## config.mk

```make
export PLATFORM = sky130hd
export DESIGN_NAME = fetchRegs
export DESIGN_NICKNAME = d
export VERILOG_FILES = /design/src/busDatapathPkg.sv /design/src/fetchRegs.sv
export SDC_FILE = /design/constraint.sdc
export NUM_CORES = 1
export LEC_CHECK = 0
export BUFFER_PORTS_ARGS = -buffer_cell sky130_fd_sc_hd__buf_2
export CORE_ASPECT_RATIO = 2
export CORE_UTILIZATION = 50
export CTS_BUF_LIST = sky130_fd_sc_hd__clkbuf_8 sky130_fd_sc_hd__clkbuf_16
export DETAILED_ROUTE_END_ITERATION = 10
export HOLD_SLACK_MARGIN = 0.03
export PLACE_DENSITY = 0.86
export SKIP_CTS_REPAIR_TIMING = 1
export SYNTH_ARGS = -nofsm -noshare
export SYNTH_HDL_FRONTEND = slang
export SYNTH_SLANG_ARGS = --single-unit
export TNS_END_PERCENT = 5
```

## constraint.sdc

```tcl
create_clock -name Clock -period 2.08 [get_ports Clock]
set_clock_uncertainty 0.05 [all_clocks]
set_input_delay 0.624 -clock Clock [delete_from_list [all_inputs] [get_ports Clock]]
set_output_delay 0.624 -clock Clock [all_outputs]
set_load 0.02 [all_outputs]
```

## src/busDatapathPkg.sv

```systemverilog
package busDatapathPkg;

    // Word and register file geometry
    localparam int dataWidth   = 32;
    localparam int regCount    = 16;
    localparam int regIdxWidth = 4;

    // RAM geometry, address taken from the low MAR bits
    localparam int memDepth  = 512;
    localparam int addrWidth = 9;

    // Immediate field width before sign extension
    localparam int immWidth = 19;

    // Bus source select, exactly one driver per cycle
    typedef enum logic [2:0] {
        srcNone    = 3'd0,
        srcPc      = 3'd1,
        srcMdr     = 3'd2,
        srcZLow    = 3'd3,
        srcReg     = 3'd4,
        srcConst   = 3'd5,
        srcInPort  = 3'd6
    } busSrc_e;

    // Instruction field that picks the general register
    typedef enum logic [1:0] {
        selRa = 2'd0,
        selRb = 2'd1,
        selRc = 2'd2
    } regSel_e;

    // ALU opcodes, same codes as the instruction opcode field
    typedef enum logic [4:0] {
        opAdd   = 5'd3,
        opSub   = 5'd4,
        opAnd   = 5'd5,
        opOr    = 5'd6,
        opShr   = 5'd7,
        opShl   = 5'd9,
        opNeg   = 5'd15,
        opNot   = 5'd16,
        opIncPc = 5'd31
    } aluOp_e;

    // One cycle of control from the sequencer
    typedef struct packed {
        busSrc_e busSrc;
        regSel_e regSel;
        logic    baOut;
        logic    regIn;
        logic    pcIn;
        logic    incPc;
        logic    marIn;
        logic    mdrIn;
        logic    memRead;
        logic    ramWrite;
        logic    irIn;
        logic    yIn;
        logic    zIn;
        aluOp_e  aluOp;
        logic    outPortIn;
    } ctrlWord_t;

    // Decoded instruction register
    typedef struct packed {
        logic [4:0]             opcode;
        logic [regIdxWidth-1:0] ra;
        logic [regIdxWidth-1:0] rb;
        logic [regIdxWidth-1:0] rc;
        logic [dataWidth-1:0]   constVal;
    } instrFields_t;

endpackage

```

## src/fetchRegs.sv

```systemverilog
`timescale 1ns/1ps

module fetchRegs import busDatapathPkg::*; (
    input  logic                 Clock,
    input  logic                 arstN,
    input  logic [dataWidth-1:0] bus,
    input  logic                 pcIn,
    input  logic                 incPc,
    input  logic                 irIn,
    output logic [dataWidth-1:0] pcValue,
    output instrFields_t         fields
);

    logic [dataWidth-1:0] pc;
    logic [dataWidth-1:0] ir;
    logic [dataWidth-1:0] pcPlusOne;

    // Dedicated incrementer, fetch never needs the ALU
    assign pcPlusOne = pc + dataWidth'(1);

    // Program counter
    always_ff @(posedge Clock or negedge arstN) begin
        if (!arstN) begin
            pc <= '0;
        end else if (pcIn) begin
            // Increment wins over the bus value
            if (incPc) begin
                pc <= pcPlusOne;
            end else begin
                pc <= bus;
            end
        end
    end

    // Instruction register, loaded from the bus
    always_ff @(posedge Clock or negedge arstN) begin
        if (!arstN) begin
            ir <= '0;
        end else if (irIn) begin
            ir <= bus;
        end
    end

    assign pcValue = pc;

    // Field decode
    // Opcode 31:27, Ra 26:23, Rb 22:19, Rc 18:15
    always_comb begin
        fields.opcode = ir[31:27];
        fields.ra     = ir[26:23];
        fields.rb     = ir[22:19];
        fields.rc     = ir[18:15];
        // Immediate overlaps Rc, sign bit is bit 18
        fields.constVal = {{(dataWidth-immWidth){ir[immWidth-1]}}, ir[immWidth-1:0]};
    end

endmodule

```

# Word level (Yosys, flattened, before mapping)
# Index checks and enable logic that the tools add are counted.
# word_totals
wordCells	4
out_inout_bits	81
in_bits	37
regBits	64
# classes
mux	1
n_addsub	1
# ops
cell	count
$add A32 B1 Y32 const B	1
$mux W32	1

# Longest topological paths before layout
# Gate-level depths: netlist of the first run.
# depth
ltp_word	2
mapped_depth	6
ltp_nobuf	5

# Least setup slack after synthesis of the first run
# Ideal clock, no wire load.
# synth_timing
kind	reg-to-reg
startpoint	register pc[2], in the netlist pcValue[2]
endpoint	register pc[25], in the netlist pcValue[25]
synth_period_minus_slack_ps	1968
slack_ps	112
path_stages_with_launch	6
t_arrival_ps	1831
t_required_ps	1943
path_buffers	1
path_cell_list	dfrtp_1 > nand4_1 > or4_1 > buf_2 > or3_1 > o211ai_1
# synth_between
elab_chain_cells	2
# synth_lines
item	line	source
start, declared	fetchRegs.sv:14	logic [dataWidth-1:0] pc;
start signal, assigned	fetchRegs.sv:28	pc <= pcPlusOne;
start signal, assigned	fetchRegs.sv:30	pc <= bus;
$add A32 B1 Y32	fetchRegs.sv:19	assign pcPlusOne = pc + dataWidth'(1);
$mux W32	fetchRegs.sv:27	if (incPc) begin
# No other way between the ends.
# A chain may end at the register's enable or synchronous reset.

# Worst setup path in the final report of the first run
# layout_timing
startpoint	register pc[9], in the netlist pcValue[9]
endpoint	register pc[25], in the netlist pcValue[25]
# Same word-level chain as after synthesis.

==> results of run 1 <==
==> registers in the layout, summed over array words and instances, names as in the netlist <==
signal	cells
ir	32
pcValue	32
==> worst min-delay path by stage <==
stage               start      to  slack (ns)  depth (start not counted)
floorplan           arstN   ir[0]        0.28                          0
global placement    ir[5]   ir[5]        0.43                          1
detailed placement  ir[8]   ir[8]        0.44                          1
CTS                 arstN  ir[29]        0.27                          2
global route        arstN  ir[29]        0.28                          2
finish              arstN  ir[29]        0.26                          2
==> cells by family (layout without fill, tap and decap cells) <==
kind of cell / count (synthesis) / in the layout / synth area share
multiplexers: 39 / 39 / 0.126
buffers and inverters: 46 / 160 / 0.0698
AND/OR/NAND/NOR: 108 / 108 / 0.167
adder cells (fa/ha/maj): 1 / 1 / 0.00365
flip-flops: 64 / 64 / 0.468
AO/OA/AOI/OAI: 87 / 87 / 0.166
==> layout by cell type (no fill, tap or decap), types with 3 or more instances in the layout <==
cell         n
inv_1        9
a22oi_1      7
nor3_1       4
nand3_1     16
buf_4       21
buf_2      117
nor2_1      27
o22ai_1     12
a21oi_1     29
o21ai_0      9
a221oi_1     3
nor4_1       4
mux2_2      32
o31ai_1      4
and3_1       6
and4_1       6
nand2_1     15
dfrtp_1     64
a211oi_1     5
clkbuf_16    9
or2_2        3
a41o_1       3
nand4_1     18
mux2i_1      7
==> layer usage <==
layer	track usage	up-vias	part of all wire
li1	-	1517	-
met1	0.330	1572	0.37
met2	0.460	162	0.54
met3	0.0630	35	0.047
met4	0.163	0	0.047
met5	0	-	0
==> power groups by stage <==
stage	logic, mW	clock network (mW)	registers [mW]
after global routing	1.08	1.40	1.59
after detailed placement	0.996	0	1.58
final	0.998	1.32	1.57
after CTS	1.00	1.33	1.56
after floorplan	0.451	0	1.76
after global placement	0.978	0	1.57
==> final cells by class <==
| class | instances | share of cell area |
|---|---|---|
| multi-input combinational | 235 | 0.364 |
| clock inverter | 4 | 0.00373 |
| tap | 88 | 0.0253 |
| sequential | 64 | 0.368 |
| inverter | 6 | 0.00517 |
| timing repair buffer | 140 | 0.180 |
| clock buffer | 10 | 0.0549 |
==> through the flow <==
stage	worst slack, ns	util	hold slack (ns)
6_report	0.165	0.658	0.256
5_1_grt	0.0243	0.658	0.283
4_1_cts	0.183	0.658	0.272
3_5_place_dp	0.215	0.619	0.440
3_3_place_gp	0.279	0.619	0.434
2_1_floorplan	0.112	-	0.278
==> critical path: stages, from the launching register on <==
cell      delay (ns)
dfrtp_1         0.44
nand4_1         0.19
or4_1           0.59
o311ai_0        0.36
o211ai_1        0.14
==> flow_summary.ini, run 1 <==
[worst_setup_path]
arrival_ns = 2.05
required_ns = 2.22
cp-end-kind = register
reg2reg_from = pcValue[9]
start_kind = register
rrSetupSlack_ns = 0.17
worst_r2r_path_depth = 4
critPathMaxFanout = 6
r2r-end = pcValue[25]
startpoint = pcValue[9]
crit_type = reg -> reg
crit_end = pcValue[25]

[synth]
synthDistinctLibCells = 43
synth.top_cells.by_area = dfrtp_1, mux2_2, a21oi_1
synth.top_cells.by_count = dfrtp_1, mux2_2, a21oi_1, nor2_1, nand4_1
ys_ff_latch = 64
synth_top_cell_area_share = 0.468
synth_ff_type = dfrtp_1
synth_edf_count = 0
synth_area_um2 = 3420
postSynthNetCount = 383
syn_avg_cell_area_um2 = 9.93
ys_seq_area_frac = 0.468
syn_inst = 345
yosysMostFrequentCell = dfrtp_1
yosys.area.top_type = dfrtp_1
yosysWarnings = 0
ys_async_sr_fraction = 1.00

[sta]
rsz0062_at_grt = no
worst_pin_slew_ns = 0.545
fmax_mhz = 522
min_period_ns = 1.91
finalSetupViolations = 0
relSlewSlack = 0.633
fin_setup_tns_ns = 0
finalHoldViolCount = 0
slew_violations = 0
period_share = 0.921

[global_routing]
grt-ovfl-total = 0
grt_max_degree = 65
gr-usage-all-layers = 0.284
antenna_found_initial = 0
grt_pass1_wl_um = 15200
grt_pass1_vias = 3162

[cells_and_area]
fin_nets = 494
diodes = 0
seqCellArea_um2 = 1600
layout-drive-gt1-share = 0.412
multi_input_area_um2 = 1580
area_growth_pct = 27.2
final_cells = 547
fillers = 568
finalInstanceArea_um2 = 4360

[clock_tree]
cts_max_level = 3
numCtsBuffers = 9
clk_latency_ns = 0.33
clockBufferDepth = 2
cts_sinks = 64
tritoncts = done
clockRootBuffer = clkbuf_16
path_clk_slew_ns = 0.05

[hold_path]
hp-class = in -> async

[power_and_ir_drop]
p_int_mw = 2.58
switchingPower_mw = 1.30
ir_drop_uv = 714
p_total_mw = 3.89
swShare = 0.335
leakage_nw = 2.02
power.density_nw_per_um2 = 892
power_frac_clock = 0.339
combPwrFrac = 0.257
seqPwrFrac = 0.404

[drt]
ant_nets = 0
viasPerCell = 6.01
first_iter_violations = 213
routedWlPerCell_um = 17.4
routed_wl_um = 9530
drc = 0
first_pass_iters = 5
vias = 3286

[die]
ioPinCount = 118
core_area_um2 = 6620
start_util = 0.517
rows = 42
die_width_um = 60.5
dieHeight_um = 119
dieArea_um2 = 7200

[placement]
place_congestion = 0.950
dpl.hpwl_um = 6870
dp_cells = 533
port_buffers = 117
placed_area_um2 = 4100

[status]
outcome = finished clean

[run]
drv_cap = 0
Power figures use the tool's default switching activity.
==> run 2, diff against run 1 <==
==> constraint.sdc (replaced) <==
create_clock -name Clock -period 2.08 [get_ports Clock]
set_clock_uncertainty 0.05 [all_clocks]
set_input_delay 0.208 -clock Clock [delete_from_list [all_inputs] [get_ports Clock]]
set_output_delay 0.208 -clock Clock [all_outputs]
set_load 0.05 [all_outputs]
==> flow_summary.ini, run 2 (synthesis results as in run 1) <==
[cells_and_area]
layout-drive-gt1-share = 0.414
final_common_cell = buf_2
finalInstanceArea_um2 = 4340
final_cells = 547
final_cell_mix = buf_2, dfrtp_1, mux2_2
diodes = 0
area_growth_pct = 26.8
fin_nets = 494

[clock_tree]
numCtsBuffers = 9
clockBufferDepth = 2
cts_sinks = 64
path_clk_slew_ns = 0.05
cts_max_level = 3
tritoncts = done
clk_latency_ns = 0.33
clockRootBuffer = clkbuf_16

[drt]
ant_nets = 0
first_iter_violations = 232
routedWlPerCell_um = 17.8
vias = 3360
drc = 0
first_pass_iters = 5
viasPerCell = 6.14
routed_wl_um = 9750

[sta]
worst_pin_slew_ns = 0.658
period_share = 0.917
fin_setup_tns_ns = 0
min_period_ns = 1.91
relSlewSlack = 0.560
slew_violations = 0
rsz0062_at_grt = no
fmax_mhz = 524
finalHoldViolCount = 0
finalSetupViolations = 0

[power_and_ir_drop]
swShare = 0.406
combPwrFrac = 0.341
power.density_nw_per_um2 = 992
p_int_mw = 2.56
leakage_nw = 2.02
ir_drop_uv = 657
seqPwrFrac = 0.363
switchingPower_mw = 1.75
power_frac_clock = 0.296

[worst_setup_path]
critPathMaxFanout = 6
arrival_ns = 2.11
crit_chain = nand4_1 > or4_4 > or3_1 > o211ai_1
start_kind = register
crit_slowest_cell = or4_4
cpPeakStageDelay_ns = 0.62
crit_type = reg -> reg
cp-end-kind = register
required_ns = 2.28

[global_routing]
grt_pass1_vias = 3293
grt_pass1_wl_um = 15600
gr-usage-all-layers = 0.292
grt_max_degree = 37
grt-ovfl-total = 0
antenna_found_initial = 0

[die]
die_width_um = 60.5
rows = 42
dieArea_um2 = 7200
dieHeight_um = 119
start_util = 0.517
core_area_um2 = 6620
ioPinCount = 118

[run]
drv_cap = 0

[status]
outcome = finished clean

[placement]
place_congestion = 0.924
dpl.hpwl_um = 7210
dp_cells = 532
placed_area_um2 = 4080
port_buffers = 117

[hold_path]
hp-class = in -> reg
run 2: cell types whose count changed in the layout (fill, tap and decap cells not counted):
cell,change
or4_4,+1
o311ai_0,-1
dfrtp_1,-1
or4_1,-1
clkbuf_8,-1
dlygate4sd3_1,+1
o311ai_1,+1
buf_12,-1
dfrtp_2,+1
clkinv_2,+1
run 2: cell type report:
cell class	instances	area [um2]
fillers	567	2280
flip-flops and latches	64	1600
multi-input cells	235	1590
repair buffers	140	773
clock buffers	9	225
well taps	88	110
inverters	6	22.5
clock inverters	5	21.3
run 2: worst paths after layout:
check                               to  slack, ns         from  depth (start not counted)
setup / recovery           pcValue[25]       0.17  pcValue[10]                          4
hold / removal                  ir[25]       0.07      bus[25]                          2
setup reg to reg           pcValue[25]       0.17  pcValue[10]                          4
hold reg to reg                 ir[28]       0.45       ir[28]                          1
max in group asynchronous  pcValue[19]       1.20        arstN                          3
min in group asynchronous        ir[5]       0.16        arstN                          2
run 2: metal layers:
| metal | up-vias | wire length (um) | GRT usage |
|---|---|---|---|
| li1 | 1510 | - | - |
| met1 | 1655 | 3470 | 0.328 |
| met2 | 157 | 5300 | 0.483 |
| met3 | 38 | 547 | 0.0586 |
| met4 | 0 | 430 | 0.179 |
| met5 | - | 0 | 0 |
run 2: power by group through the flow:
stage | clock (mW) | sequential (mW) | combinational [mW]
after floorplan | 0 | 2.11 | 0.531
after global placement | 0 | 1.56 | 1.45
after detailed placement | 0 | 1.57 | 1.46
after CTS | 1.30 | 1.56 | 1.47
after global routing | 1.35 | 1.58 | 1.55
final | 1.27 | 1.56 | 1.47
run 2: worst max-delay path: cells and delay by family (launching register included):
| family | cells | cell delay (ns) |
|---|---|---|
| compound gates | 1 | 0.17 |
| flops | 1 | 0.43 |
| simple gates | 3 | 1.17 |
run 2: metrics by stage:
| stage | worst slack [ns] | util | total power, mW | hold WS [ns] |
|---|---|---|---|---|
| finish | 0.173 | 0.656 | 4.31 | 0.0737 |
| global route | 0.0634 | 0.656 | 4.49 | 0.0727 |
| CTS | 0.0644 | 0.654 | 4.32 | -0.389 |
| detailed placement | 0.0940 | 0.617 | 3.04 | -0.0399 |
| global placement | 0.146 | 0.617 | 3.01 | -0.0413 |
| floorplan | -0.114 | - | 2.65 | -0.138 |
==> run 3, diff against run 2 <==
--- a/config.mk
+++ b/config.mk
@@ -5,7 +5,7 @@
 export SDC_FILE = /design/constraint.sdc
 export NUM_CORES = 1
 export LEC_CHECK = 0
-export BUFFER_PORTS_ARGS = -buffer_cell sky130_fd_sc_hd__buf_2
+export BUFFER_PORTS_ARGS = -buffer_cell sky130_fd_sc_hd__buf_4
 export CORE_ASPECT_RATIO = 2
 export CORE_UTILIZATION = 50
 export CTS_BUF_LIST = sky130_fd_sc_hd__clkbuf_8 sky130_fd_sc_hd__clkbuf_16
==> flow_summary.ini, run 3 (synthesis results as in run 1) <==
[run]
drv_cap = 0

[drt]
first_iter_violations = 172
drc = 0
ant_nets = 0
viasPerCell = 6.09
vias = 3311
routedWlPerCell_um = 18.2
routed_wl_um = 9900
first_pass_iters = 4

[clock_tree]
numCtsBuffers = 9
tritoncts = done
clk_latency_ns = 0.33
cts_max_level = 3
clockBufferDepth = 2
cts_sinks = 64
clockRootBuffer = clkbuf_16
path_clk_slew_ns = 0.05

[placement]
dpl.hpwl_um = 7230
port_buffers = 117
dp_cells = 527
place_congestion = 0.970
placed_area_um2 = 4330

[worst_setup_path]
crit_chain = nand4_1 > or4_1 > o311ai_0 > o211ai_1
arrival_ns = 2.13
cp-end-kind = register
cpPeakStageDelay_ns = 0.60
crit_type = reg -> reg
critPathMaxFanout = 6
crit_slowest_cell = or4_1
start_kind = register
worst_r2r_path_depth = 4
cp.depth = 4
required_ns = 2.22
critical_path.top_delay_family = simple AND/OR/NAND/NOR gates
crit_buf_inv = 0

[sta]
relSlewSlack = 0.456
worst_pin_slew_ns = 0.815
min_period_ns = 1.99
fin_setup_tns_ns = 0
finalHoldViolCount = 0
slew_violations = 0
period_share = 0.958
finalSetupViolations = 0
hold_slack_ns = 0.0723
rsz0062_at_grt = no
fmax_mhz = 502

[power_and_ir_drop]
seqPwrFrac = 0.341
p_int_mw = 2.88
power_frac_clock = 0.321
swShare = 0.381
switchingPower_mw = 1.77
power.density_nw_per_um2 = 1000
ir_drop_uv = 712
leakage_nw = 2.11
p_total_mw = 4.64
combPwrFrac = 0.337

[hold_path]
holdPathStages = 2
hp-class = in -> reg

[cells_and_area]
area_growth_pct = 35.4
final_common_cell = buf_4
diodes = 0
fin_nets = 489
layout-drive-gt1-share = 0.410
fillers = 531
finalInstanceArea_um2 = 4640
final_cell_mix = buf_4, dfrtp_1, mux2_2
final_cells = 544

[global_routing]
antenna_found_initial = 0
grt_pass1_wl_um = 15500
grt-ovfl-total = 0
gr-usage-all-layers = 0.291
grt_pass1_vias = 3255
grt_max_degree = 65

[die]
start_util = 0.517
core_area_um2 = 6620
dieHeight_um = 119
ioPinCount = 118
rows = 42
die_width_um = 60.5
dieArea_um2 = 7200

[status]
outcome = finished clean
run 3: stage by stage:
stage	worst slack [ns]	utilization
after floorplan	-0.114	-
after global placement	0.263	0.653
after detailed placement	0.118	0.653
after CTS	0.0883	0.699
after global routing	0.0309	0.700
final	0.0872	0.700
run 3: worst reg2reg max path, delay by kind of cell (launching register included):
family	cells	cell delay (ns)
AOI/OAI and AO/OA	2	0.57
and+or+nand+nor	2	0.79
DFF	1	0.44
run 3: cell type report:
cell class | instances | area [um2] | share of cell area
sequential | 64 | 1600 | 0.346
multi-input combinational | 235 | 1580 | 0.342
timing repair buffer | 135 | 1020 | 0.219
clock buffer | 11 | 253 | 0.0545
tap | 88 | 110 | 0.0238
clock inverter | 5 | 47.5 | 0.0103
inverter | 6 | 22.5 | 0.00486
run 3: routing by layer:
metal	track usage	up-vias	part of all wire
met4	0.170	0	0.043
met2	0.492	131	0.55
met5	0	-	0
met1	0.318	1639	0.36
met3	0.0619	32	0.053
li1	-	1509	-
run 3: final timing paths:
check                      startpoint     endpoint  slack (ns)
max                        pcValue[9]  pcValue[25]        0.09
min                           bus[12]       ir[12]        0.07
max reg2reg                pcValue[9]  pcValue[25]        0.09
min reg2reg                    ir[10]       ir[10]        0.46
max in group asynchronous       arstN   pcValue[2]        0.92
min in group asynchronous       arstN        ir[8]        0.48
run 3: power by group through the flow:
stage | registers (mW) | logic, mW | clock network, mW
5_1_grt | 1.61 | 1.64 | 1.56
6_report | 1.58 | 1.57 | 1.49
2_1_floorplan | 2.11 | 0.531 | 0
3_5_place_dp | 1.60 | 1.56 | 0
4_1_cts | 1.58 | 1.57 | 1.51
3_3_place_gp | 1.58 | 1.54 | 0
