--- src/busDatapathPkg.sv ---
package busDatapathPkg;

    // Word and register file geometry
    localparam int dataWidth   = 32;
    localparam int regCount    = 16;
    localparam int regIdxWidth = 4;

    // RAM geometry, address taken from the low MAR bits
    localparam int memDepth  = 512;
    localparam int addrWidth = 9;

    // Immediate field width before sign extension
    localparam int immWidth = 19;

    // Bus source select, exactly one driver per cycle
    typedef enum logic [2:0] {
        srcNone    = 3'd0,
        srcPc      = 3'd1,
        srcMdr     = 3'd2,
        srcZLow    = 3'd3,
        srcReg     = 3'd4,
        srcConst   = 3'd5,
        srcInPort  = 3'd6
    } busSrc_e;

    // Instruction field that picks the general register
    typedef enum logic [1:0] {
        selRa = 2'd0,
        selRb = 2'd1,
        selRc = 2'd2
    } regSel_e;

    // ALU opcodes, same codes as the instruction opcode field
    typedef enum logic [4:0] {
        opAdd   = 5'd3,
        opSub   = 5'd4,
        opAnd   = 5'd5,
        opOr    = 5'd6,
        opShr   = 5'd7,
        opShl   = 5'd9,
        opNeg   = 5'd15,
        opNot   = 5'd16,
        opIncPc = 5'd31
    } aluOp_e;

    // One cycle of control from the sequencer
    typedef struct packed {
        busSrc_e busSrc;
        regSel_e regSel;
        logic    baOut;
        logic    regIn;
        logic    pcIn;
        logic    incPc;
        logic    marIn;
        logic    mdrIn;
        logic    memRead;
        logic    ramWrite;
        logic    irIn;
        logic    yIn;
        logic    zIn;
        aluOp_e  aluOp;
        logic    outPortIn;
    } ctrlWord_t;

    // Decoded instruction register
    typedef struct packed {
        logic [4:0]             opcode;
        logic [regIdxWidth-1:0] ra;
        logic [regIdxWidth-1:0] rb;
        logic [regIdxWidth-1:0] rc;
        logic [dataWidth-1:0]   constVal;
    } instrFields_t;

endpackage

--- src/regFile.sv ---
`timescale 1ns/1ps

module regFile import busDatapathPkg::*; (
    input  logic                 Clock,
    input  logic                 arstN,
    input  logic [dataWidth-1:0] bus,
    input  instrFields_t         fields,
    input  regSel_e              regSel,
    input  logic                 baOut,
    input  logic                 regIn,
    output logic [dataWidth-1:0] regValue
);

    // General registers R0..R15
    logic [dataWidth-1:0]   regs [regCount];

    // Register index after select
    logic [regIdxWidth-1:0] regIdx;

    // Decoded one-hot of the selected register
    logic [regCount-1:0]    regHot;

    // Base-address rule hits when R0 is picked
    logic                   baZero;

    // Select stage
    // One of Ra, Rb, Rc picked by the sequencer
    always_comb begin
        case (regSel)
            selRa:   regIdx = fields.ra;
            selRb:   regIdx = fields.rb;
            selRc:   regIdx = fields.rc;
            default: regIdx = fields.ra;
        endcase
    end

    // Encode stage
    // One write strobe per register, like the classic select-and-encode block
    always_comb begin
        regHot = '0;
        regHot[regIdx] = 1'b1;
    end

    // Register array write
    // Only the encoded register loads, and only with regIn
    always_ff @(posedge Clock or negedge arstN) begin
        if (!arstN) begin
            for (int i = 0; i < regCount; i++) begin
                regs[i] <= '0;
            end
        end else if (regIn) begin
            for (int i = 0; i < regCount; i++) begin
                if (regHot[i]) begin
                    regs[i] <= bus;
                end
            end
        end
    end

    // R0 reads as zero for base-address use
    assign baZero = baOut && regHot[0];

    // Read path onto the bus mux
    always_comb begin
        if (baZero) begin
            regValue = '0;
        end else begin
            regValue = regs[regIdx];
        end
    end

endmodule

--- config.mk ---
export PLATFORM = sky130hd
export DESIGN_NAME = regFile
export DESIGN_NICKNAME = d
export VERILOG_FILES = /design/src/busDatapathPkg.sv /design/src/regFile.sv
export SDC_FILE = /design/constraint.sdc
export NUM_CORES = 1
export LEC_CHECK = 0
export ABC_AREA = 1
export BUFFER_PORTS_ARGS = -buffer_cell sky130_fd_sc_hd__buf_2
export CORE_MARGIN = 4
export CORE_UTILIZATION = 35
export DETAILED_ROUTE_END_ITERATION = 10
export PLACE_DENSITY = 0.54
export SLEW_MARGIN = 20
export SYNTH_ARGS = -nofsm -noshare
export SYNTH_HDL_FRONTEND = slang
export SYNTH_SLANG_ARGS = --single-unit
--- constraint.sdc ---
create_clock -name Clock -period 3.57 [get_ports Clock]
set_clock_uncertainty 0.1 [all_clocks]
set_input_delay 0.714 -clock Clock [delete_from_list [all_inputs] [get_ports Clock]]
set_output_delay 0.714 -clock Clock [all_outputs]
set_load 0.02 [all_outputs]
# == After elaboration in Yosys (flattened, before gate mapping) ==
# Cells that the tools add are included.
# totals
regBits,512
input_bits,87
output_inout_bits,32
elab_cells,47
# classes
order_cmp,3
eq_ne,2
n_mux,7
bitwise,1
reduce_logical,18
# op_table
op,n
$bmux 32 s4,1
$mux 32,3
$reduce_and 2->1,16
$pmux 4 s2,1
$ge 5x5->1 const B,1
$lt 4x5->1 const B,1
$not 4->5,1
$demux 1 s4,1
$ge 4x1->1 const B,1
$eq 2x1->1 const B,1
$eq 2x2->1 const B,1
$logic_and 1x1->1,2
$mux 1,1

# == Depth between registers and ports, before layout ==
# Gate-level depths: netlist of run 1.
# depth
depth_word,8
depth_mapped,15
depth_no_buf,13

# == Least setup slack after synthesis of run 1 ==
# No wires, ideal clock.
# synth_path
path_kind,input to output
start,input regSel[0]
end,output regValue[20]
arrival_ns,2.546
t_required_ns,2.756
path_slack_ns,0.210
path_stages,13
path_buffers,2
path_cell_list,inv_1 -> ha_1 -> inv_2 -> nand3_1 -> nand2_4 -> buf_4 -> buf_2 -> o21ai_0 -> nand2_1 -> nand2_1 -> nand2_1 -> nand3_1 -> nor2_1
# synth_between
elab_chain_len,8
word_cells_on_any_way,14
classes_between,order compare: 2; eq/ne: 2; mux: 7; bitwise: 1; reduce/logical: 2
# synth_lines
element,line,text
from (decl),regFile.sv:8,"input regSel_e regSel,"
$eq 2x2->1 / $eq 2x1->1 (equally long branches),regFile.sv:29,case (regSel)
$pmux 4 s2 (*),regFile.sv:29,
$lt 4x5->1 (implied by the code) / $ge 4x1->1 (equally long branches),regFile.sv:41,regHot[regIdx] = 1'b1;
$logic_and 1x1->1 (implied by the code),regFile.sv:41,
$mux 1 (implied by the code),regFile.sv:41,
$demux 1 s4,regFile.sv:41,
$logic_and 1x1->1,regFile.sv:61,assign baZero = baOut && regHot[0];
$mux 32 (*),regFile.sv:65,if (baZero) begin
to (decl),regFile.sv:11,output logic [dataWidth-1:0] regValue
# Mark *: on every way between the ends. The rest lies on a longest branch, timed or not. The select of a mux whose other input is x is not followed.

# == Final worst setup path of run 1 ==
# layout_path
start,input regSel[0]
end,output regValue[10]
# The elaborated chain is that of the path after synthesis.

==> results of run 1 <==
==> layer usage <==
layer	vias up	share of wire
met4	2	0.026
met1	9783	0.46
met3	133	0.041
met2	417	0.47
li1	10277	-
met5	-	0.00015
==> synthesized netlist by cell type <==
library cell	instances	area (um2)
ha_1	2	25.0
clkbuf_2	7	35.0
nand2_1	1178	4420
o21ai_4	2	32.5
nor2_4	11	124
clkbuf_1	85	319
buf_2	75	375
inv_1	255	957
inv_2	8	30.0
nand3_1	43	215
nand3_4	1	17.5
nor2_2	2	12.5
nand3_2	1	10.0
nor2_1	320	1200
nor2_8	1	20.0
o21ai_0	541	2710
nand2_4	3	33.8
dfrtp_1	512	12800
o21ai_1	25	125
a21oi_1	101	505
nor3b_1	1	7.51
nand2_2	6	37.5
buf_4	24	180
or2_1	1	6.26
buf_1	27	101
==> layout make-up <==
type | count | area (um2) | share of cell area
antenna | 5 | 12.5 | 0.000418
clock buffer | 87 | 1710 | 0.0571
clock inverter | 13 | 176 | 0.00589
inverter | 263 | 997 | 0.0333
multi-input combinational | 2239 | 9820 | 0.328
sequential | 512 | 12800 | 0.428
tap | 931 | 1160 | 0.0389
timing repair buffer | 266 | 3260 | 0.109
==> power by group through the flow <==
stage / clock [W] / combinational, W / sequential (W)
CTS: 0.00612 / 0.00576 / 0.00906
finish: 0.00599 / 0.00618 / 0.00908
global placement: 0 / 0.00552 / 0.00907
detailed placement: 0 / 0.00561 / 0.00914
global route: 0.00637 / 0.00715 / 0.00935
floorplan: 0 / 0.00396 / 0.00891
==> through the flow <==
step | util | hold WS (ns) | cells
2_1_floorplan | - | 0.318 | 3232
3_3_place_gp | 0.388 | 0.360 | 4162
3_5_place_dp | 0.388 | 0.368 | 4162
4_1_cts | 0.419 | 0.0309 | 4267
5_1_grt | 0.436 | 0.0689 | 4316
6_report | 0.436 | 0.0402 | 4316
==> kinds of logic after synthesis <==
kind of cell,synth area share
AOI/OAI and AO/OA,0.139
adders and majority gates,0.00103
buffers and inverters,0.0822
DFF,0.527
and+or+nand+nor,0.251
==> path summary, 6_finish.rpt <==
check                      startpoint            to  slack (ns)  depth (start not counted)
min in group Clock            bus[27]     regs[251]        0.29                          3
hold / removal                  arstN       regs[6]        0.04                          1
hold reg to reg               regs[2]       regs[2]        0.38                          2
setup / recovery            regSel[0]  regValue[10]        0.04                         18
setup reg to reg            regs[507]     regs[507]        2.78                          2
max in group asynchronous       arstN     regs[151]        2.52                          2
==> timing repair <==
action / 4_1_cts / 5_1_grt
setup endpoints to repair: 31 / 32
resized for setup: 43 / 133
cloned: 2 / 22
pin swaps: 1 / 33
buffers inserted: 3 / 23
==> flow_summary.yaml, run 1 <==
yosys:
  syn_area_per_cell_um2: 7.52
  yosysSeqAreaShare: 0.527
  syn_nets: 3321
  syn_inst: 3232
  synth_area_um2: 24300
  ys_warn_count: 0
  synth-seq-cells: 512
  synth_cell_types: 25
clocking:
  cts_sinks: 512
  cts-root-buf: "clkbuf_16"
  clk_latency_ns: 0.61
  ctsHoldBuffers: 0
  clk_pin_slew_worst_paths_ns: 0.06
  clk_path_buf_depth: 3
  ctsHtreeMaxLevel: 2
  cts_tree: "built"
  numCtsBuffers: 56
detailed_routing:
  routed_wl_mm: 77.5
  wl_per_cell_um: 18.0
  firstDrtPassIters: 7
  remaining_drc_errors: 0
  ant_nets: 0
  dr_total_vias: 20612
  routed_via_density: 4.78
  drt-initial-drc-count: 1588
layout:
  fin_nets: 3427
  largest_reg_flops: 512
  area_delta_synth_final_pct: 23.2
  post-route-cell-area_um2: 30000
  most-common-layout-cells: "1,165 x nand2_1, 525 x o21ai_0, 512 x dfrtp_1"
  reg_top3: "regs (512)"
  filler_cell_count: 7079
  top_register: "regs"
  drive_above_1_share: 0.134
  final_common_cell: "nand2_1"
worst_setup_path:
  cp_top_family: "buffers and inverters"
  timing.critical_path.required_ns: 2.76
  critPathMaxStageDelay_ns: 0.28
  cp.arrival_ns: 2.72
  worstPathCellList: "buf_8 -> inv_4 -> ha_4 -> inv_6 -> or2_4 -> nand2_8 -> buf_12 -> buf_16 -> buf_12 -> buf_8 -> nand2_1 -> o21ai_0 -> nand2_1 -> nand2_1 -> nand2_1 -> nand2_2 -> nor2_4 -> buf_6"
  critPathLaunchType: "input port"
  crit_path_end_kind: "output pin"
  path_buf_inv: 8
  critPathSlowestCell: "ha_4"
  critPathMaxFanout: 8
  crit_type: "in2out"
  critPathMostFrequentCell: "nand2_1"
place:
  numPortBuffers: 81
  gp_congestion: 0.752
  place_area_um2: 26700
  place_hpwl_mm: 46.6
  place_ws_ns: -0.169
worst_hold_path:
  hold_path.class: "in2async"
grt:
  use_met3: 0.0255
  met2_usage: 0.344
  grt_pass1_vias: 19846
  antenna_found_initial: 12
  grt_max_degree: 81
  met1_usage: 0.277
  grt-ovfl-total: 0
  track_usage: 0.203
  grt_pass1_wl_mm: 117
  top_usage_layer: "met2"
sta:
  layout_min_cycle_time_ns: 3.53
  tightest_slew_ns: 0.731
  setup_slack_ns: 0.0389
  max_slew_margin: 0.512
  max_freq_mhz: 283
  fin_crit_sh: 0.989
  finalSetupTns_ns: 0
  finalSetupViolCount: 0
  drv_slew: 0
  rsz0062_at_grt: "yes"
  final-hold-violation-count: 0
floorplanning:
  num_rows: 96
  coreArea_um2: 68700
  fp.dieW_um: 272
  ioPinCount: 119
  die_area_um2: 73700
  die_h_um: 272
  initial_utilization: 0.354
power_and_ir_drop:
  switchingPower_w: 0.00700
  p_per_area_nw_per_um2: 709
  p_seq_frac: 0.427
  ir_worst_vdd_v: 0.000483
  p_leak_nw: 14.9
  p_sw_frac: 0.329
  power_frac_comb: 0.291
  pwr-share-clk: 0.282
  p_total_w: 0.0212
  internal_power_w: 0.0143
status:
  status: "finished, final reports clean"
flow_run:
  maxCapViolCount: 0
(Power assumes the default switching activity.)
==> run 2: changes to the inputs <==
Settings changed: CTS_BUF_LIST set to sky130_fd_sc_hd__clkbuf_4.
==> run 2 against run 1 <==
Against the previous run: cell count up 4.1%; first-iteration DRC count down 3.5%; clock power down 5.8%; sequential share of layout area up 0.061 points; core utilization down 0.062 points; critical endpoint is now regValue[11]; largest cell class unchanged; highest routed layer is now met4.
==> flow_summary.yaml, run 2 (same netlist as run 1, synthesis figures left out) <==
status:
  status: "finished, final reports clean"
detailed_routing:
  firstDrtPassIters: 5
  ant_nets: 0
  routed_via_density: 4.71
  drt-initial-drc-count: 1533
  routed_wl_mm: 77.6
  dr_total_vias: 21141
  remaining_drc_errors: 0
  wl_per_cell_um: 17.3
layout:
  multi_input_area_um2: 9750
  largest_reg_flops: 512
  most-common-layout-cells: "1,167 x nand2_1, 538 x o21ai_0, 512 x dfrtp_1"
  reg_top3: "regs (512)"
  fin_nets: 3531
  register_area_um2: 12800
  area_delta_synth_final_pct: 23.0
  top_register: "regs"
  stdcell_count: 4491
  filler_cell_count: 7175
  final_util: 0.435
  drive_above_1_share: 0.161
  final_common_cell: "nand2_1"
worst_setup_path:
  crit_type: "in2out"
  cp.arrival_ns: 2.71
  cp_top_family: "buffers and inverters"
  reg2reg_from: "regs[382]"
  crit_path_end_kind: "output pin"
  critPathMaxStageDelay_ns: 0.27
  path_buf_inv: 9
  worstRegToRegCells: 2
  critPathLaunchType: "input port"
  timing.rr.end: "regs[382]"
  worstPathCellList: "buf_8 -> inv_4 -> ha_4 -> inv_4 -> buf_4 -> buf_4 -> o21ai_4 -> inv_2 -> nor2_4 -> buf_12 -> buf_4 -> nand2_1 -> nand3_1 -> nor2_2 -> buf_6"
  critPathMaxFanout: 9
  critPathSlowestCell: "ha_4"
  timing.critical_path.required_ns: 2.76
  critPathMostFrequentCell: "buf_4"
  rrSetupSlack_ns: 2.79
grt:
  grt_max_degree: 81
  track_usage: 0.208
  grt-ovfl-total: 0
  antenna_found_initial: 5
  grt_pass1_wl_mm: 120
  grt_pass1_vias: 20737
floorplanning:
  ioPinCount: 119
  coreArea_um2: 68700
  die_area_um2: 73700
  num_rows: 96
  die_h_um: 272
  initial_utilization: 0.354
  fp.dieW_um: 272
flow_run:
  maxCapViolCount: 0
clocking:
  clk_path_buf_depth: 3
  numCtsBuffers: 142
  ctsHtreeMaxLevel: 4
  cts_sinks: 512
  cts-root-buf: "clkbuf_4"
  cts_tree: "built"
  clk_latency_ns: 0.97
  clk_pin_slew_worst_paths_ns: 0.07
sta:
  finalSetupViolCount: 0
  max_slew_margin: 0.508
  layout_min_cycle_time_ns: 3.53
  worst_hold_slack_ns: 0.217
  max_freq_mhz: 284
  fin_crit_sh: 0.988
  finalSetupTns_ns: 0
  drv_slew: 0
  rsz0062_at_grt: "yes"
  final-hold-violation-count: 0
  tightest_slew_ns: 0.737
power_and_ir_drop:
  p_total_w: 0.0207
  p_leak_nw: 15.1
  ir_worst_vdd_v: 0.000300
  p_per_area_nw_per_um2: 694
place:
  dp_cells: 4162
  numPortBuffers: 81
  place_hpwl_mm: 46.6
  gp_congestion: 0.752
worst_hold_path:
  hold_path.class: "in2async"
run 2: cell types whose count changed in the layout (fill, tap and decap cells not counted), sizes merged, moves of 3 or more:
cell         change
clkinv           +8
diode            +3
inv              +7
buf              -5
clkbuf         +129
dlygate4sd3     +32
run 2: final cells by class:
| class | count | share of cell area |
|---|---|---|
| Multi-Input combinational cell | 2239 | 0.326 |
| Inverter | 263 | 0.0333 |
| Timing Repair Buffer | 284 | 0.110 |
| Tap cell | 931 | 0.0389 |
| Clock inverter | 28 | 0.00644 |
| Sequential cell | 512 | 0.428 |
| Antenna cell | 8 | 0.000669 |
| Clock buffer | 226 | 0.0567 |
run 2: stage by stage:
| stage | worst slack [ns] | instance area (um2) |
|---|---|---|
| 6_report | 0.0440 | 29900 |
| 5_1_grt | -0.0472 | 29900 |
| 4_1_cts | -0.0551 | 29100 |
| 3_5_place_dp | -0.169 | 26700 |
| 3_3_place_gp | -0.169 | 26700 |
| 2_1_floorplan | 0.210 | 24300 |
run 2: how the worst max path moves through the flow:
stage,startpoint,end,slack [ns],cells after the start
2_1_floorplan,regSel[0],regValue[20],0.21,13
3_3_place_gp,regSel[0],regValue[6],-0.17,15
3_5_place_dp,regSel[0],regValue[10],-0.17,15
4_1_cts,regSel[0],regValue[31],-0.06,16
5_1_grt,regSel[0],regValue[19],-0.05,19
6_report,regSel[0],regValue[11],0.04,15
run 2: power by group:
group / switching, W / internal, W
Combinational: 0.00355 / 0.00250
Sequential: 0.000952 / 0.00811
Clock: 0.00256 / 0.00308
Total: 0.00706 / 0.0137
run 2: repair_timing:
item	CTS	global route
endpoints found under the hold margin	222	0
buffers inserted	3	19
resized for setup	42	88
pin swaps	1	27
gates cloned	2	11
hold buffers	32	0
endpoints found under the setup margin	31	32
run 2: routing by layer:
layer | GRT usage | routed length (um) | vias to the layer above
met5 | 0 | 0 | -
met4 | 0.0675 | 1840 | 0
met3 | 0.0336 | 3510 | 134
met2 | 0.347 | 36700 | 511
met1 | 0.277 | 35500 | 9914
li1 | - | - | 10582
==> run 3: changes to the inputs <==
Settings changed: REMOVE_ABC_BUFFERS set to 1.
==> run 3 against run 2 <==
Against the previous run: worst setup slack worse by 0.015 ns; sequential power is essentially flat; design area is 1.3% lower; flip-flop and latch count unchanged; total power fell by 1.3%; sequential share of layout area up 0.58 points; via count shrank 1.6%; count of clock-buffer cells in the layout fell by 12; clock power shrank 1%; combinational power shrank 3.5%; register-to-register slack lost 0.02 ns; global-route usage is 0.73 points lower.
==> flow_summary.yaml, run 3 (same netlist as run 1, synthesis figures left out) <==
power_and_ir_drop:
  p_leak_nw: 14.9
  ir_worst_vdd_v: 0.000379
  p_per_area_nw_per_um2: 694
  p_total_w: 0.0205
sta:
  worst_hold_slack_ns: 0.202
  max_freq_mhz: 282
  rsz0062_at_grt: "yes"
  final-hold-violation-count: 0
  tightest_slew_ns: 0.737
  drv_slew: 0
  max_slew_margin: 0.509
  finalSetupViolCount: 0
  fin_crit_sh: 0.992
  layout_min_cycle_time_ns: 3.54
detailed_routing:
  firstDrtPassIters: 5
  wl_per_cell_um: 16.5
  routed_wl_mm: 73.6
  dr_total_vias: 20806
  ant_nets: 0
  routed_via_density: 4.67
  remaining_drc_errors: 0
  drt-initial-drc-count: 1466
grt:
  grt_pass1_vias: 20232
  antenna_found_initial: 4
  track_usage: 0.201
  grt_pass1_wl_mm: 116
  grt-ovfl-total: 0
  grt_max_degree: 80
layout:
  top_register: "regs"
  filler_cell_count: 7266
  largest_reg_flops: 512
  drive_above_1_share: 0.152
  final_common_cell: "nand2_1"
  area_delta_synth_final_pct: 21.4
  multi_input_area_um2: 9750
  most-common-layout-cells: "1,160 x nand2_1, 533 x o21ai_0, 512 x dfrtp_1"
  fin_nets: 3505
  reg_top3: "regs (512)"
  register_area_um2: 12800
place:
  place_hpwl_mm: 42.5
  gp_congestion: 0.746
  numPortBuffers: 81
worst_setup_path:
  critPathSlowestCell: "ha_4"
  crit_type: "in2out"
  timing.critical_path.required_ns: 2.76
  crit_path_end_kind: "output pin"
  worstPathCellList: "buf_4 -> ha_4 -> inv_4 -> buf_4 -> nand3_4 -> nand2_8 -> buf_12 -> buf_4 -> o21ai_0 -> nand2_1 -> nand2_1 -> nand2_1 -> nand2_1 -> nor2_1 -> buf_4 -> buf_6"
  critPathMaxFanout: 8
  critPathLaunchType: "input port"
  cp.arrival_ns: 2.73
  critPathMaxStageDelay_ns: 0.28
floorplanning:
  die_area_um2: 73700
  fp.dieW_um: 272
  ioPinCount: 119
  initial_utilization: 0.354
  num_rows: 96
  coreArea_um2: 68700
  die_h_um: 272
status:
  status: "finished, final reports clean"
worst_hold_path:
  hold_path.class: "in2reg"
clocking:
  cts_sinks: 512
  cts_tree: "built"
  ctsHtreeMaxLevel: 4
  cts-root-buf: "clkbuf_4"
  clk_pin_slew_worst_paths_ns: 0.06
  clk_latency_ns: 0.96
  clk_path_buf_depth: 3
  numCtsBuffers: 141
flow_run:
  maxCapViolCount: 0
## run 3: changes by cell type in the layout (fill, tap and decap cells not counted), sizes merged, moves of 2 or more
cell    previous run  this run
buf              242       218
bufbuf             1         3
clkbuf           235       219
bufinv             3         5
clkinv            17        14
inv              270       268
## run 3: per-layer routing
layer  vias up  wire [um]  GRT usage
li1      10503          -          -
met1      9736      34200      0.267
met2       462      34800      0.331
met3       103       3110     0.0370
met4         2       1540     0.0665
met5         -         13          0
## run 3: repair_timing
action / in CTS / in global routing
setup endpoints to repair: 31 / 32
hold buffers: 32 / 0
buffers inserted: 5 / 5
endpoints found under the hold margin: 221 / 0
resized for setup: 41 / 81
gates cloned: 8 / 5
pin swaps: 4 / 15
## run 3: worst paths after layout
check / to / cells past startpoint / start / slack, ns
worst max register to register: regs[461] / 2 / regs[461] / 2.77
worst max-delay path: regValue[16] / 16 / regSel[1] / 0.03
worst min register to register: regs[259] / 2 / regs[259] / 0.38
min in group asynchronous: regs[264] / 2 / arstN / 0.27
worst min-delay path: regs[94] / 3 / bus[30] / 0.20
max in group asynchronous: regs[369] / 3 / arstN / 2.15
## run 3: where the power goes
part	switching (W)	internal, W
clock network	0.00251	0.00307
registers	0.000941	0.00811
logic	0.00343	0.00241
## run 3: final cells by class
| class | instances | area share |
|---|---|---|
| clock inverters | 26 | 0.00805 |
| repair buffers | 258 | 0.0993 |
| well taps | 931 | 0.0395 |
| diodes | 8 | 0.000678 |
| multi-input cells | 2240 | 0.330 |
| flip-flops and latches | 512 | 0.434 |
| clock buffers | 214 | 0.0544 |
| inverters | 263 | 0.0337 |
## run 3: through the flow
step	setup slack, ns	setup TNS [ns]	util	cells	area (um2)
finish	0.0286	0	0.430	4452	29500
detailed placement	-0.135	-1.82	0.386	4149	26500
global placement	-0.133	-1.80	0.386	4149	26500
global route	-0.0868	-0.956	0.430	4452	29500
CTS	0.00624	0	0.423	4434	29100
floorplan	-1.56	-575.97	-	3014	23300
## run 3: worst max-delay path: cells and delay by family
kind,cells,cell delay [ns]
adder cells (fa/ha/maj),1,0.28
AO/OA/AOI/OAI,1,0.15
buffers and inverters,7,0.90
AND/OR/NAND/NOR,7,0.64
